--- config.mk ---
export PLATFORM = sky130hd
export DESIGN_NAME = control_unit
export DESIGN_NICKNAME = d
export VERILOG_FILES = /design/src/hw/cu_pkg.sv /design/src/hw/cu_decode.sv /design/src/hw/cu_sequencer.sv /design/src/hw/cu_control_word.sv /design/src/hw/control_unit.sv
export SDC_FILE = /design/constraint.sdc
export NUM_CORES = 1
export LEC_CHECK = 0
export ABC_AREA = 0
export BUFFER_PORTS_ARGS = -buffer_cell sky130_fd_sc_hd__buf_2
export CAP_MARGIN = 25
export CORE_MARGIN = 2
export CORE_UTILIZATION = 50
export DETAILED_ROUTE_END_ITERATION = 16
export PLACE_DENSITY = 0.82
export SETUP_SLACK_MARGIN = 0.15
export SLEW_MARGIN = 10
export SYNTH_ARGS = -nofsm -noshare
export SYNTH_HDL_FRONTEND = slang
export SYNTH_SLANG_ARGS = --single-unit
--- constraint.sdc ---
create_clock -name Clk -period 8.5 [get_ports Clk]
set_input_delay 2.55 -clock Clk [delete_from_list [all_inputs] [get_ports Clk]]
set_output_delay 2.55 -clock Clk [all_outputs]
set_load 0.02 [all_outputs]
--- src/hw/cu_pkg.sv ---
`default_nettype none

package cu_pkg;

	// Widths
	localparam int REG_ADDR_W = 5;
	localparam int OP3_W      = 6;
	localparam int STEP_W     = 3; // Longest sequence is 7 steps

	localparam logic [REG_ADDR_W-1:0] REG_LINK   = 5'd15; // CALL return address register
	localparam logic [OP3_W-1:0]      OP3_JMPL   = 6'h38;
	localparam logic [OP3_W-1:0]      ALU_OP_ADD = 6'h00; // Add without flag update

	// Format 0 op2 values
	localparam logic [2:0] OP2_SETHI = 3'd4;
	localparam logic [2:0] OP2_BICC  = 3'd2;

	// Format 2 codes with no sequence here
	localparam logic [OP3_W-1:0] OP3_WRTBR   = 6'h33;
	localparam logic [OP3_W-1:0] OP3_SAVE    = 6'h3C;
	localparam logic [OP3_W-1:0] OP3_RESTORE = 6'h3D;

	// Format 3 single loads
	localparam logic [OP3_W-1:0] OP3_LD   = 6'h00;
	localparam logic [OP3_W-1:0] OP3_LDUB = 6'h01;
	localparam logic [OP3_W-1:0] OP3_LDUH = 6'h02;
	localparam logic [OP3_W-1:0] OP3_LDSB = 6'h09;
	localparam logic [OP3_W-1:0] OP3_LDSH = 6'h0A;
	// Format 3 single stores
	localparam logic [OP3_W-1:0] OP3_ST  = 6'h04;
	localparam logic [OP3_W-1:0] OP3_STB = 6'h05;
	localparam logic [OP3_W-1:0] OP3_STH = 6'h06;

	typedef enum logic [1:0] {
		FMT_BRANCH = 2'b00, // SETHI and Bicc
		FMT_CALL   = 2'b01,
		FMT_ARITH  = 2'b10,
		FMT_MEM    = 2'b11
	} fmt_e;

	typedef enum logic [3:0] {
		CLS_SETHI, CLS_BR_TAKEN, CLS_BR_NOT, CLS_BR_ANNUL, CLS_CALL,
		CLS_JMPL, CLS_ALU, CLS_LOAD, CLS_STORE, CLS_ILLEGAL
	} instr_class_e;

	typedef enum logic [1:0] {A_RF = 2'b00, A_PC = 2'b01, A_NPC = 2'b10} alu_a_sel_e;

	typedef enum logic [2:0] {
		B_RF = 3'b000, B_EXT = 3'b001, B_MDR = 3'b010, B_PC = 3'b011,
		B_FOUR = 3'b110 // Constant 4 for nPC + 4
	} alu_b_sel_e;

	typedef enum logic [1:0] {EXT_SIMM13, EXT_DISP22_HI, EXT_DISP22, EXT_DISP30} ext_sel_e;

	typedef enum logic {MDR_ALU, MDR_MEM} mdr_sel_e;

	typedef struct packed {
		logic npc_enable;
		logic pc_enable;
		logic mdr_enable;
		logic mar_enable;
		logic rf_write;
		logic ram_enable;
		logic psr_enable;
		ext_sel_e ext_sel;
		alu_a_sel_e alu_a_sel;
		alu_b_sel_e alu_b_sel;
		mdr_sel_e mdr_sel;
		logic [REG_ADDR_W-1:0] rf_pc; // Write port address
		logic [REG_ADDR_W-1:0] rf_pa;
		logic [REG_ADDR_W-1:0] rf_pb;
		logic [OP3_W-1:0] alu_op;
		logic [OP3_W-1:0] ram_opcode;
	} ctrl_word_t;

	typedef struct packed {
		instr_class_e cls;
		logic [REG_ADDR_W-1:0] rd;
		logic [REG_ADDR_W-1:0] rs1;
		logic [REG_ADDR_W-1:0] rs2;
		logic imm; // i bit
		logic [OP3_W-1:0] op3;
	} decoded_t;

	typedef struct packed {
		logic active;             // A step is to be shown
		logic [STEP_W-1:0] step;  // Step number from 1
		logic last;               // Step ends the instruction
	} step_t;

endpackage

`default_nettype wire

--- src/hw/cu_decode.sv ---
`timescale 1ns/1ps
`default_nettype none

module cu_decode (
	input  wire logic [31:0] ir,
	input  wire logic        cond,
	output cu_pkg::decoded_t dec
);
	import cu_pkg::*;

	fmt_e fmt;
	logic [2:0] op2;
	logic [OP3_W-1:0] op3;
	logic annul;

	assign fmt   = fmt_e'(ir[31:30]);
	assign op2   = ir[24:22];
	assign op3   = ir[24:19];
	assign annul = ir[29]; // Only meaningful for Bicc

	always_comb begin
		dec     = '0;
		dec.cls = CLS_ILLEGAL;
		dec.rd  = ir[29:25];
		dec.rs1 = ir[18:14];
		dec.rs2 = ir[4:0];
		dec.imm = ir[13];
		dec.op3 = op3;

		case (fmt)
			FMT_BRANCH: begin
				if (op2 == OP2_SETHI) begin
					dec.cls = CLS_SETHI;
				end else if (op2 == OP2_BICC) begin
					// Condition evaluated outside, sampled here with ir
					if (cond)
						dec.cls = CLS_BR_TAKEN;
					else if (annul)
						dec.cls = CLS_BR_ANNUL; // Delay slot skipped
					else
						dec.cls = CLS_BR_NOT;
				end
			end
			FMT_CALL: dec.cls = CLS_CALL;
			FMT_ARITH: begin
				case (op3)
					OP3_JMPL: dec.cls = CLS_JMPL;
					OP3_SAVE, OP3_RESTORE, OP3_WRTBR: dec.cls = CLS_ILLEGAL; // Window and TBR ops
					default: dec.cls = CLS_ALU;
				endcase
			end
			FMT_MEM: begin
				case (op3)
					OP3_LD, OP3_LDUB, OP3_LDUH, OP3_LDSB, OP3_LDSH: dec.cls = CLS_LOAD;
					OP3_ST, OP3_STB, OP3_STH: dec.cls = CLS_STORE;
					default: dec.cls = CLS_ILLEGAL; // Doubles, SWAP and the rest
				endcase
			end
			default: dec.cls = CLS_ILLEGAL;
		endcase
	end

endmodule

`default_nettype wire

--- src/hw/cu_sequencer.sv ---
`timescale 1ns/1ps
`default_nettype none

// Registered state is the step on ctrl now; cur and st give the step for the next cycle
module cu_sequencer (
	input  wire logic             Clk,
	input  wire logic             RESET,
	input  wire logic             ir_strobe,
	input  wire logic             mfc,
	input  wire cu_pkg::decoded_t dec,
	output cu_pkg::decoded_t      cur,
	output cu_pkg::step_t         st
);
	import cu_pkg::*;

	typedef enum logic [1:0] {ST_IDLE, ST_RUN, ST_WAIT} exec_state_e;

	exec_state_e state_q, state_d;
	logic [STEP_W-1:0] step_q, step_d;
	decoded_t cur_q, cur_d;
	logic showing_last;
	logic last_d;

	function automatic logic [STEP_W-1:0] seq_len(input instr_class_e cls);
		case (cls)
			CLS_SETHI, CLS_ALU: seq_len = 3'd2;
			CLS_BR_TAKEN, CLS_BR_NOT: seq_len = 3'd3;
			CLS_CALL, CLS_BR_ANNUL: seq_len = 3'd4;
			CLS_JMPL: seq_len = 3'd5;
			CLS_STORE: seq_len = 3'd6;
			CLS_LOAD: seq_len = 3'd7;
			default: seq_len = 3'd1; // Illegal gets one empty word
		endcase
	endfunction

	// Step that waits on memory, zero when there is none
	function automatic logic [STEP_W-1:0] wait_step(input instr_class_e cls);
		case (cls)
			CLS_LOAD: wait_step = 3'd4;
			CLS_STORE: wait_step = 3'd6; // Store ends on its wait
			default: wait_step = 3'd0;
		endcase
	endfunction

	assign showing_last = (state_q == ST_RUN) && (step_q == seq_len(cur_q.cls));

	always_comb begin
		cur_d   = cur_q;
		state_d = state_q;
		step_d  = step_q;
		if (state_q == ST_IDLE || showing_last) begin
			if (ir_strobe) begin // Accept, also in the done cycle
				cur_d   = dec;
				state_d = ST_RUN;
				step_d  = STEP_W'(1);
			end else begin
				state_d = ST_IDLE;
				step_d  = '0;
			end
		end else if (state_q == ST_WAIT) begin
			// Wait word repeats, this repeat is the final one once mfc is seen
			if (mfc)
				state_d = ST_RUN;
		end else begin
			step_d = step_q + STEP_W'(1);
			// mfc low at the edge into the wait step makes it repeat
			if (step_d == wait_step(cur_q.cls) && !mfc)
				state_d = ST_WAIT;
		end
		last_d = (state_d == ST_RUN) && (step_d == seq_len(cur_d.cls));
	end

	always_ff @(posedge Clk) begin
		if (RESET) begin
			state_q <= ST_IDLE;
			step_q  <= '0;
		end else begin
			state_q <= state_d;
			step_q  <= step_d;
		end
	end

	always_ff @(posedge Clk) begin
		cur_q <= cur_d; // Held instruction
	end

	assign cur       = cur_d;
	assign st.active = (state_d != ST_IDLE);
	assign st.step   = step_d;
	assign st.last   = last_d;

endmodule

`default_nettype wire

--- src/hw/cu_control_word.sv ---
`timescale 1ns/1ps
`default_nettype none

module cu_control_word (
	input  wire logic             Clk,
	input  wire logic             RESET,
	input  wire cu_pkg::decoded_t cur,
	input  wire cu_pkg::step_t    st,
	output cu_pkg::ctrl_word_t    ctrl,
	output logic                  busy,
	output logic                  done,
	output logic                  illegal
);
	import cu_pkg::*;

	ctrl_word_t word_d;
	logic is_illegal;

	// Second ALU operand from rs2 or the sign extended simm13
	function automatic ctrl_word_t add_opb(input ctrl_word_t w_in, input decoded_t d);
		ctrl_word_t w_out;
		w_out = w_in;
		if (d.imm) begin
			w_out.alu_b_sel = B_EXT;
			w_out.ext_sel   = EXT_SIMM13;
		end else begin
			w_out.alu_b_sel = B_RF;
			w_out.rf_pb     = d.rs2;
		end
		return w_out;
	endfunction

	assign is_illegal = st.active && (cur.cls == CLS_ILLEGAL);

	// Fields carry over between steps and enables last one step
	always_comb begin
		word_d        = '0;
		word_d.alu_op = ALU_OP_ADD;
		if (st.active) begin
			case (cur.cls)
				CLS_SETHI: begin
					word_d.rf_pc     = cur.rd;
					word_d.rf_pa     = '0; // r0 plus imm22 << 10
					word_d.alu_b_sel = B_EXT;
					word_d.ext_sel   = EXT_DISP22_HI;
					word_d.rf_write  = (st.step == 3'd2);
				end
				CLS_ALU: begin
					word_d.rf_pc      = cur.rd;
					word_d.rf_pa      = cur.rs1;
					word_d            = add_opb(word_d, cur);
					word_d.alu_op     = cur.op3; // op3 drives the ALU directly
					word_d.rf_write   = (st.step == 3'd2);
					word_d.psr_enable = (st.step == 3'd2) && cur.op3[4]; // cc variants
				end
				CLS_CALL: begin
					word_d.rf_pc = REG_LINK;
					if (st.step <= 3'd2) begin
						word_d.rf_pa     = '0; // r15 = PC
						word_d.alu_b_sel = B_PC;
					end else begin
						word_d.rf_pa     = REG_LINK; // nPC = r15 + 4*disp30
						word_d.alu_b_sel = B_EXT;
						word_d.ext_sel   = EXT_DISP30;
					end
					word_d.pc_enable  = (st.step == 3'd2);
					word_d.rf_write   = (st.step == 3'd2);
					word_d.npc_enable = (st.step == 3'd4);
				end
				CLS_JMPL: begin
					word_d.rf_pc = cur.rd;
					if (st.step <= 3'd3) begin
						word_d.rf_pa     = '0; // Link value is PC
						word_d.alu_b_sel = B_PC;
					end else begin
						word_d.rf_pa = cur.rs1; // Jump target
						word_d       = add_opb(word_d, cur);
					end
					word_d.rf_write   = (st.step == 3'd2);
					word_d.pc_enable  = (st.step == 3'd3); // PC = nPC
					word_d.npc_enable = (st.step == 3'd5);
				end
				CLS_BR_TAKEN, CLS_BR_NOT: begin
					word_d.pc_enable = (st.step == 3'd1); // Delay slot executes
					if (st.step >= 3'd2) begin
						if (cur.cls == CLS_BR_TAKEN) begin
							word_d.alu_a_sel = A_PC; // PC + 4*disp22
							word_d.alu_b_sel = B_EXT;
							word_d.ext_sel   = EXT_DISP22;
						end else begin
							word_d.alu_a_sel = A_NPC;
							word_d.alu_b_sel = B_FOUR;
						end
					end
					word_d.npc_enable = (st.step == 3'd3);
				end
				CLS_BR_ANNUL: begin
					// nPC + 4 twice around PC = nPC skips the slot
					word_d.alu_a_sel  = A_NPC;
					word_d.alu_b_sel  = B_FOUR;
					word_d.npc_enable = (st.step == 3'd2) || (st.step == 3'd4);
					word_d.pc_enable  = (st.step == 3'd3);
				end
				CLS_LOAD: begin
					word_d.rf_pc      = cur.rd;
					word_d.rf_pa      = cur.rs1; // Address rs1 + operand B
					word_d            = add_opb(word_d, cur);
					word_d.ram_opcode = cur.op3; // Size and sign from op3
					if (st.step >= 3'd3)
						word_d.mdr_sel = MDR_MEM;
					if (st.step >= 3'd6) begin
						word_d.rf_pa     = '0; // rd = r0 + MDR
						word_d.alu_b_sel = B_MDR;
						word_d.rf_pb     = '0;
					end
					word_d.mar_enable = (st.step == 3'd2);
					word_d.ram_enable = (st.step == 3'd3);
					word_d.mdr_enable = (st.step == 3'd5); // After the wait step
					word_d.rf_write   = (st.step == 3'd7);
				end
				CLS_STORE: begin
					word_d.rf_pa      = cur.rs1;
					word_d            = add_opb(word_d, cur);
					word_d.ram_opcode = cur.op3;
					if (st.step >= 3'd3) begin
						word_d.rf_pa     = cur.rd; // Store data is rd + r0
						word_d.alu_b_sel = B_RF;
						word_d.rf_pb     = '0;
						word_d.mdr_sel   = MDR_ALU;
					end
					word_d.mar_enable = (st.step == 3'd2);
					word_d.mdr_enable = (st.step == 3'd4);
					word_d.ram_enable = (st.step == 3'd5);
				end
				default: word_d = '0; // Nothing moves
			endcase
		end
	end

	always_ff @(posedge Clk) begin
		if (RESET) begin
			ctrl    <= '0;
			busy    <= 1'b0;
			done    <= 1'b0;
			illegal <= 1'b0;
		end else begin
			ctrl    <= word_d;
			busy    <= st.active;
			done    <= st.last;
			illegal <= is_illegal;
		end
	end

endmodule

`default_nettype wire

--- src/hw/control_unit.sv ---
`timescale 1ns/1ps
`default_nettype none

module control_unit (
	input  wire logic          Clk,
	input  wire logic          RESET,
	input  wire logic [31:0]   ir,
	input  wire logic          ir_strobe,
	input  wire logic          cond,      // Bicc condition, sampled with ir
	input  wire logic          mfc,       // Memory function complete
	output cu_pkg::ctrl_word_t ctrl,
	output logic               busy,
	output logic               done,
	output logic               illegal
);
	import cu_pkg::*;

	decoded_t dec; // Decode of ir as presented
	decoded_t cur; // Instruction of the next step
	step_t st;

	cu_decode u_decode (
		.ir   (ir),
		.cond (cond),
		.dec  (dec)
	);

	cu_sequencer u_sequencer (
		.Clk       (Clk),
		.RESET     (RESET),
		.ir_strobe (ir_strobe),
		.mfc       (mfc),
		.dec       (dec),
		.cur       (cur),
		.st        (st)
	);

	// Output register stage
	cu_control_word u_control_word (
		.Clk     (Clk),
		.RESET   (RESET),
		.cur     (cur),
		.st      (st),
		.ctrl    (ctrl),
		.busy    (busy),
		.done    (done),
		.illegal (illegal)
	);

endmodule

`default_nettype wire

# ---- Yosys cells after proc, flatten, opt, wreduce, memory -nomap -nowiden
# Memory sizes are Yosys's and may differ from the RTL's. A register that Yosys moved wholly into a read port is not among the register bits.
# Cells that the tools add are included.
dict set report classes {
  n_eq_ne 32
  magnitude_cmp 5
  n_addsub 1
  bitwise_logic 1
  mux 46
  n_reduce_logical 17
}
# operator count
set op_table {}
lappend op_table {{one-hot mux 17 bit (4 select lines)} 1}
lappend op_table {{one-hot mux 10 bit (6 select lines)} 1}
lappend op_table {{2-to-1 mux 26 bit} 2}
lappend op_table {{== test 6 bit, second input constant} 4}
lappend op_table {{2-to-1 mux 4 bit} 6}
lappend op_table {{one-hot mux 3 bit (8 select lines)} 1}
lappend op_table {{== test 4 x 3 -> 1 bit, second input constant} 5}
lappend op_table {{2-to-1 mux 10 bit} 2}
lappend op_table {{2-to-1 mux 3 bit} 6}
lappend op_table {{2-to-1 mux 17 bit} 1}
lappend op_table {{one-hot mux 4 bit (4 select lines)} 1}
lappend op_table {{2-to-1 mux 5 bit} 3}
lappend op_table {{2-to-1 mux 2 bit} 7}
lappend op_table {{== test 3 bit, second input constant} 4}
lappend op_table {{== test 4 bit, second input constant} 3}
lappend op_table {{one-hot mux 2 bit (3 select lines)} 2}
lappend op_table {{== test 3 x 2 -> 1 bit, second input constant} 3}
lappend op_table {{== test 3 bit} 3}
lappend op_table {{== test 4 x 2 -> 1 bit, second input constant} 2}
lappend op_table {{one-hot mux 2 bit (2 select lines)} 2}
lappend op_table {{one-hot mux 2 bit (4 select lines)} 1}
lappend op_table {{one-hot mux 4 bit (2 select lines)} 1}
lappend op_table {{2-to-1 mux 7 bit} 1}
lappend op_table {{== test 2 x 1 -> 1 bit, second input constant} 3}
lappend op_table {{other kinds (20)} 37}
dict set report word_totals {
  input_bits 37
  regBits 76
  rom_bits 160
  memories 3
  out_inout_bits 45
}
# memory words word_bits rd rd_clocked_by_memory_dff write_ports line_no
set mem_list {}
lappend mem_list {{(name not given)} 16 4 1 0 0 cu_decode.sv:53} ;# case (op3)
lappend mem_list {{(name not given)} 16 3 1 0 0 cu_sequencer.sv:25} ;# case (cls)
lappend mem_list {{(name not given)} 16 3 1 1 0 cu_sequencer.sv:25}

# ---- Longest topological paths before layout
# Gate-level depths: netlist of the first run.
dict set report depth {
  word_depth 12
  ltp_mapped 16
  depth_no_buf 15
}

# ---- By module
# From an unflattened synthesis of the first run, not the netlist that was laid out.
dict set report hier_totals {
  hier_cells 405
  area_unflattened_um2 3866.2
}
# module cells_each area_per_inst_um2 instances
set by_module_without_submodules {}
lappend by_module_without_submodules {cu_control_word 193 1809.2 1}
lappend by_module_without_submodules {cu_sequencer 152 1619.1 1}
lappend by_module_without_submodules {cu_decode 60 437.9 1}

# ---- Worst setup path before layout of the first run
# Ideal clock, no wire load.
dict set report synth_timing {
  kind {input to register}
  startpoint {in ir[19]}
  endpoint {reg, netlist name u_control_word.ctrl[22]}
  setup_slack_ns 3.438
  arrival_ns 4.937
  path_stages 12
  required_time_ns 8.376
  n_path_buf 1
  setup_ns 0.124
  path_cell_list {inv_1 ha_1 nand2b_1 and3_1 o221a_2 a21o_1 ha_1 clkbuf_1 nor3_1 o22ai_1 o21ai_4 nor2_1}
}
# element line_no
set synth_rtl {}
lappend synth_rtl {{from (decl)} control_unit.sv:7} ;# input wire logic [31:0] ir,

==> results of run 1 <==
metal layers:
layer  global-route usage  wire (µm)  share of wire
met1                0.296       4130           0.45
met2                0.359       4150           0.45
met3               0.0575        735          0.080
met4               0.0896        180          0.020
met5                    0          0              0
registers in the layout, summed over array words and instances, names as in the netlist, named ones only:
register                flops
u_control_word.illegal      1
u_sequencer.state_q         2
u_sequencer.cur_q          26
u_control_word.done         1
u_control_word.busy         1
u_control_word.ctrl        42
u_sequencer.step_q          3
layout make-up:
class	instances	area (µm²)	share of cell area
sequential	79	1580	0.355
tap	99	124	0.0278
inverter	26	103	0.0230
timing repair buffer	75	388	0.0871
clock buffer	10	138	0.0309
clock inverter	6	76.3	0.0171
multi-input combinational	309	2040	0.459
per-stage QoR:
step | setup slack [ns] | cells
floorplan | 3.44 | 435
global placement | 2.54 | 587
detailed placement | 2.42 | 587
CTS | 2.77 | 603
global route | 2.87 | 604
finish | 3.11 | 604
path summary, 6_finish.rpt:
check | endpoint | slack (ns) | from
setup / recovery | u_control_word.ctrl[25]$_SDFF_PP0_ | 3.11 | ir_strobe
hold / removal | u_sequencer.cur_q[11]$_DFF_P_ | 0.45 | u_sequencer.cur_q[11]$_DFF_P_
setup reg to reg | u_control_word.ctrl[25]$_SDFF_PP0_ | 4.91 | u_sequencer.step_q[0]$_SDFF_PP0_
hold reg to reg | u_sequencer.cur_q[11]$_DFF_P_ | 0.45 | u_sequencer.cur_q[11]$_DFF_P_
tightest hold or removal path: stages (launching register included):
cell and delay [ns]:
sky130_fd_sc_hd__dfxtp_1 0.31, sky130_fd_sc_hd__nand2_1 0.05, sky130_fd_sc_hd__nand2_1 0.05
logic make-up (layout without fill, tap and decap cells):
group,count (synthesis),after routing
and+or+nand+nor,182,182
AOI/OAI and AO/OA,100,100
DFF,79,79
buffers and inverters,47,117
muxes,13,13
adders and majority gates,8,8
xor gates and xnor gates,6,6
layout by cell type (no fill, tap or decap), types with 4 or more instances in the layout:
master                     count
sky130_fd_sc_hd__buf_2        73
sky130_fd_sc_hd__ha_1          8
sky130_fd_sc_hd__a31oi_1       9
sky130_fd_sc_hd__nand3_1      13
sky130_fd_sc_hd__clkbuf_8     10
sky130_fd_sc_hd__dfxtp_1      79
sky130_fd_sc_hd__and3_1        5
sky130_fd_sc_hd__inv_1        23
sky130_fd_sc_hd__nor3_1       11
sky130_fd_sc_hd__o21ai_0       7
sky130_fd_sc_hd__nand2b_1     12
sky130_fd_sc_hd__nor2b_1       9
sky130_fd_sc_hd__nor2_1       46
sky130_fd_sc_hd__or3_1         4
sky130_fd_sc_hd__a21oi_1      14
sky130_fd_sc_hd__o21a_1       10
sky130_fd_sc_hd__nand2_1      54
sky130_fd_sc_hd__o22ai_1       5
sky130_fd_sc_hd__mux2i_1      11
sky130_fd_sc_hd__o211ai_1      4
sky130_fd_sc_hd__and2_1        5
power groups by stage:
stage	logic (mW)	clock network, mW	registers (mW)
2_1_floorplan	0.524	0	0.533
3_3_place_gp	0.668	0	0.514
3_5_place_dp	0.681	0	0.518
4_1_cts	0.687	0.300	0.510
5_1_grt	0.768	0.316	0.521
6_report	0.700	0.296	0.510
==> metrics.txt, run 1 <==
area fraction of the dominant cell type after synthesis 0.412; fin area around 4500 µm²; final weighted congestion of routability-driven global placement around 0.92; count leader, synth sky130_fd_sc_hd__dfxtp_1; Logic pwr share 0.465; largest clock skew in the final design 0.00764 ns; area grow syn2layout 16.0%; worst rel slew slack 0.442; xor and xnor area share after synthesis 0.0195; number of instances in the synthesized netlist 435; post-synthesis average cell area 8.83 µm²; cell types with the largest area share after synthesis sky130_fd_sc_hd__dfxtp_1 (41%), sky130_fd_sc_hd__nand2_1 (5.3%), sky130_fd_sc_hd__nor2_1 (4.5%); internal power between 0.8 and 0.9 mW; min-delay worst type register to register; worst hold path stage count 2; number of global-route vias before repair 3,216; quantity of I/O buffers inserted on ports between 70 and 80; highest fanout seen on the critical path 22; most instantiated cells after synthesis sky130_fd_sc_hd__dfxtp_1 (79), sky130_fd_sc_hd__nand2_1 (54), sky130_fd_sc_hd__nor2_1 (46); number of maximum-capacitance violations 0; final hold violations 0; WP depth 13; CTS Buffer Depth 2; die outline width 91.7 µm; post-CTS setup-driven buffer insertion count 0; number of synthesized register bits slightly below 80; final core utilization 0.608; Final setup viols 0; cell family with most CP delay simple AND/OR/NAND/NOR gates; number of synthesis warnings 0; setup repair after global routing missed its margin false; post-detailed-routing wire length approximately 9 mm; area enclosed by the die boundary 8400 µm²; most prevalent standard cell on the critical path sky130_fd_sc_hd__nor2_1; fraction of final layout cells sized beyond drive strength 1 0.246; cts-stage hold buffer count 0; Cell variety after synth 77; P_sw 0.646 mW; total design power 1.51 mW; Starting Density 0.524; worst hold margin about 0.45 ns; number of rows in the core area 31; critical path's largest stage delay 0.61 ns; total of fill cells in the finished design roughly 630; DPL Wire Length ~6.7 mm; endpoint class of the critical path register; critical path class input pin to register; Top Ports 82; clk slew on worst S/H paths 0.09 ns; sequential element share of the synthesized area 0.412; category of the worst setup path launch point input pin; number of nets with antenna violations after detailed routing 0; endpoint required time on the critical path 8.75 ns; total clock buffers created by CTS 9; Synth Net Count 480; setup TNS after final layout 0 ns; shortest period the worst path allows 5.39 ns; pin count of the biggest net entering global routing 33; DRC viols 0; number of antenna violations at the first check in global routing 0; CTS tree built; Antenna Cells 0; via count around 3.4k; vertical extent of the die 91.7 µm; post-synthesis simple-gate area fraction 0.240; Post-synth EDFFs 0; P per Cell Area 338 nW/µm²; root buffer cell sky130_fd_sc_hd__clkbuf_8; run status finished clean; main combinational cell family by area after synthesis simple AND/OR/NAND/NOR gates; fraction of synthesis flops using an asynchronous set or reset pin 0; reg2reg path depth 12; cells along the critical path buf_2 -> nor2b_1 -> a41o_1 -> buf_8 -> nor2_1 -> a21oi_1 -> inv_1 -> ha_1 -> nor3_1 -> nand3_1 -> o211ai_1 -> o21a_1 -> nor2_1; deepest level of the CTS H-tree 3; Congestion Overflow GR 0; Lkg Pwr about 2.0 nW; share of synthesized area spent on multiplexers 0.0375; share of the clock period used by the worst path after layout 0.634; drt first-iter violations around 270; global-route usage over all layers 0.227; adder and majority gate portion of the synthesized area 0.0261; detailed-routing iteration count for the pre-antenna-repair pass 5; cell type with the highest aggregate area in the netlist sky130_fd_sc_hd__dfxtp_1; Clock Latency Late Sink 0.36 ns; number of cells upsized or downsized after cts 0; routed length per placed instance around 15 µm; number of buffers and inverters on the critical path 3; via density per instance 5.58; library cell contributing the largest single delay on the critical path sky130_fd_sc_hd__nor3_1; share of power burned in registers 0.338; worst-margin pin slew 0.837 ns; DP Area between 4000 and 5000 µm²; critical path arrival about 5.6 ns; fraction of the mapped netlist area in compound gates 0.209; final net count roughly 550; area of the mapped netlist 3840 µm²; core outline area 7330 µm²; first-pass GRT wire length roughly 15 mm; top flip-flop cell by instance count after synthesis sky130_fd_sc_hd__dfxtp_1; switching portion of total power 0.429; Slew Limit Fails 0; worst vdd ir about 0.18 mV; share of total power in the clock network 0.197; clock net sink count 79; maximum operating frequency 185 MHz
(Power assumes the default switching activity.)
==> inputs of run 2 (changes only) <==
==> constraint.sdc (replaced) <==
create_clock -name Clk -period 5.2 [get_ports Clk]
set_input_delay 1.56 -clock Clk [delete_from_list [all_inputs] [get_ports Clk]]
set_output_delay 1.56 -clock Clk [all_outputs]
set_load 0.02 [all_outputs]
==> metrics.txt, run 2 (synthesis gave the netlist of run 1 again) <==
total clock buffers created by CTS 9 (unchanged); number of antenna violations at the first check in global routing 0 (unchanged); largest clock skew in the final design 0.00901 ns (+0.00137 ns); Logic pwr share 0.469 (+0.004); DPL Wire Length 6.85 mm (+2.9%); min-delay worst type register to register; detailed-routing iteration count for the pre-antenna-repair pass 5 (unchanged); P per Cell Area 552 nW/µm² (+63%); final hold violations 0 (unchanged); pin count of the biggest net entering global routing 32 (-3.0%); largest registers u_control_word.ctrl (42), u_sequencer.cur_q (26), u_sequencer.step_q (3); Final setup viols 0 (unchanged); Top Ports 82 (unchanged); Lkg Pwr 2.00 nW (-0.23%); switching portion of total power 0.432 (+0.00291); worst-margin pin slew 0.839 ns (+0.00220 ns); Slew Limit Fails 0 (unchanged); hold path endpoint u_sequencer.cur_q[8]$_DFF_P_; quantity of I/O buffers inserted on ports 73 (unchanged); register bank with the most flops u_control_word.ctrl; worst hold path stage count 2 (unchanged); flip-flop count of the largest register after layout 42 (unchanged); Congestion Overflow GR 0 (unchanged); number of global-route vias before repair 3,355 (+4.3%); critical path class input pin to register; highest-count cells in the layout ignoring fill and taps sky130_fd_sc_hd__dfxtp_1 (79), sky130_fd_sc_hd__buf_2 (73), sky130_fd_sc_hd__nand2_1 (54); share of the clock period used by the worst path after layout 0.813; endpoint class of the critical path register; die outline width 91.7 µm (unchanged); critical path arrival 4.45 ns (-1.19 ns); post-detailed-routing wire length 9.34 mm (+1.5%); reg-to-reg critical path startpoint u_sequencer.step_q[2]$_SDFF_PP0_; root buffer cell sky130_fd_sc_hd__clkbuf_8; shortest period the worst path allows 4.23 ns; number of cells upsized or downsized after cts 0 (unchanged); Clock Latency Late Sink 0.35 ns (about the same); worst reg2reg endpoint u_control_word.ctrl[24]$_SDFF_PP0_; P_sw 1.06 mW (+64%); run status finished clean; internal power 1.39 mW (+62%); fraction of final layout cells sized beyond drive strength 1 0.247 (+0.00149); final weighted congestion of routability-driven global placement 0.898 (-2.3%); drt first-iter violations 321 (+18%); setup TNS after final layout 0 ns (unchanged); first-pass GRT wire length 16.1 mm (+4.8%); worst rel slew slack 0.441 (-0.00147); fin area 4440 µm² (-0.22%); number of rows in the core area 31 (unchanged); routed length per placed instance 15.4 µm (+1.4%); clk slew on worst S/H paths 0.08 ns (about the same); number of maximum-capacitance violations 0 (unchanged); deepest level of the CTS H-tree 3 (unchanged); category of the worst setup path launch point input pin; global-route usage over all layers 0.234 (+0.00745); DP Area 4240 µm² (+0.36%); setup repair after global routing missed its margin false; via count 3,423 (+1.6%); CTS Buffer Depth 2 (unchanged); clock net sink count 79 (unchanged); reg-to-reg slack, setup 1.94 ns (-2.97 ns); CTS tree built; endpoint required time on the critical path 5.43 ns (-3.32 ns); number of nets with antenna violations after detailed routing 0 (unchanged); area enclosed by the die boundary 8400 µm² (unchanged); via density per instance 5.66 (+1.4%); Antenna Cells 0 (unchanged); final net count 546 (+0.18%); critical hold path startpoint u_sequencer.cur_q[8]$_DFF_P_; worst vdd ir 0.322 mV (+83%); share of power burned in registers 0.341 (+0.003); share of total power in the clock network 0.190 (-0.007); vertical extent of the die 91.7 µm (unchanged); maximum operating frequency 237 MHz; DRC viols 0 (unchanged); most common cell after layout, fill and taps aside sky130_fd_sc_hd__dfxtp_1; post-CTS setup-driven buffer insertion count 0 (unchanged); core outline area 7330 µm² (unchanged); cts-stage hold buffer count 0 (unchanged); highest fanout seen on the critical path 10 (-55%); reg2reg path depth 10 (-2); area grow syn2layout 15.7%; Starting Density 0.524 (unchanged)
run 2: cell count changes in the layout (fill, tap and decap cells not counted):
cell                         delta
sky130_fd_sc_hd__clkinvlp_4     +1
sky130_fd_sc_hd__inv_6          +1
sky130_fd_sc_hd__buf_4          +2
sky130_fd_sc_hd__clkinv_2       +1
sky130_fd_sc_hd__buf_8          -1
sky130_fd_sc_hd__clkbuf_8       -1
sky130_fd_sc_hd__clkinv_4       -2
run 2: routing by layer:
layer | global-route usage | routed length [µm] | vias to the layer above | part of all wire
met4 | 0.0593 | 129 | 0 | 0.014
li1 | - | - | 1665 | -
met5 | 0 | 0 | - | 0
met3 | 0.0731 | 859 | 14 | 0.092
met2 | 0.383 | 4280 | 147 | 0.46
met1 | 0.301 | 4070 | 1597 | 0.44
run 2: power groups by stage:
stage          Sequential [mW]  Combinational [mW]  Clock (mW)
2_1_floorplan            0.872               0.857           0
3_3_place_gp             0.841                1.10           0
3_5_place_dp             0.848                1.13           0
4_1_cts                  0.835                1.13       0.474
5_1_grt                  0.852                1.26       0.504
6_report                 0.835                1.15       0.466
run 2: worst max-delay path: stages:
cell	delay (ns)
sky130_fd_sc_hd__buf_2	0.11
sky130_fd_sc_hd__inv_1	0.06
sky130_fd_sc_hd__ha_1	0.28
sky130_fd_sc_hd__nand2b_1	0.18
sky130_fd_sc_hd__and3_1	0.16
sky130_fd_sc_hd__o221a_2	0.29
sky130_fd_sc_hd__a21o_1	0.25
sky130_fd_sc_hd__ha_1	0.33
sky130_fd_sc_hd__nor3_1	0.58
sky130_fd_sc_hd__o22ai_1	0.23
sky130_fd_sc_hd__o21ai_4	0.33
sky130_fd_sc_hd__nor2_1	0.10
run 2: worst max-delay path by stage:
| stage | from | end | depth (start not counted) |
|---|---|---|---|
| final | ir[19] | u_control_word.ctrl[24]$_SDFF_PP0_ | 12 |
| after global routing | ir[19] | u_control_word.done$_SDFF_PP0_ | 16 |
| after CTS | ir[19] | u_control_word.ctrl[24]$_SDFF_PP0_ | 12 |
| after detailed placement | ir[19] | u_control_word.done$_SDFF_PP0_ | 16 |
| after global placement | ir[19] | u_control_word.done$_SDFF_PP0_ | 16 |
| after floorplan | ir[19] | u_control_word.ctrl[22]$_SDFF_PP0_ | 12 |
run 2: area by class of cell:
class                      count  area [µm²]
clock buffer                   9         124
clock inverter                 7        80.1
fill                         642        2890
inverter                      26         103
multi-input combinational    309        2040
sequential                    79        1580
tap                           99         124
timing repair buffer          76         388
run 2: through the flow:
stage	hold WS, ns	worst slack [ns]	power, mW	instances	utilization
finish	0.451	0.973	2.45	605	0.606
global route	0.469	0.739	2.61	605	0.606
CTS	0.447	1.04	2.44	605	0.606
detailed placement	0.428	0.692	1.97	589	0.578
global placement	0.422	0.706	1.95	589	0.578
floorplan	0.411	1.13	1.73	435	-
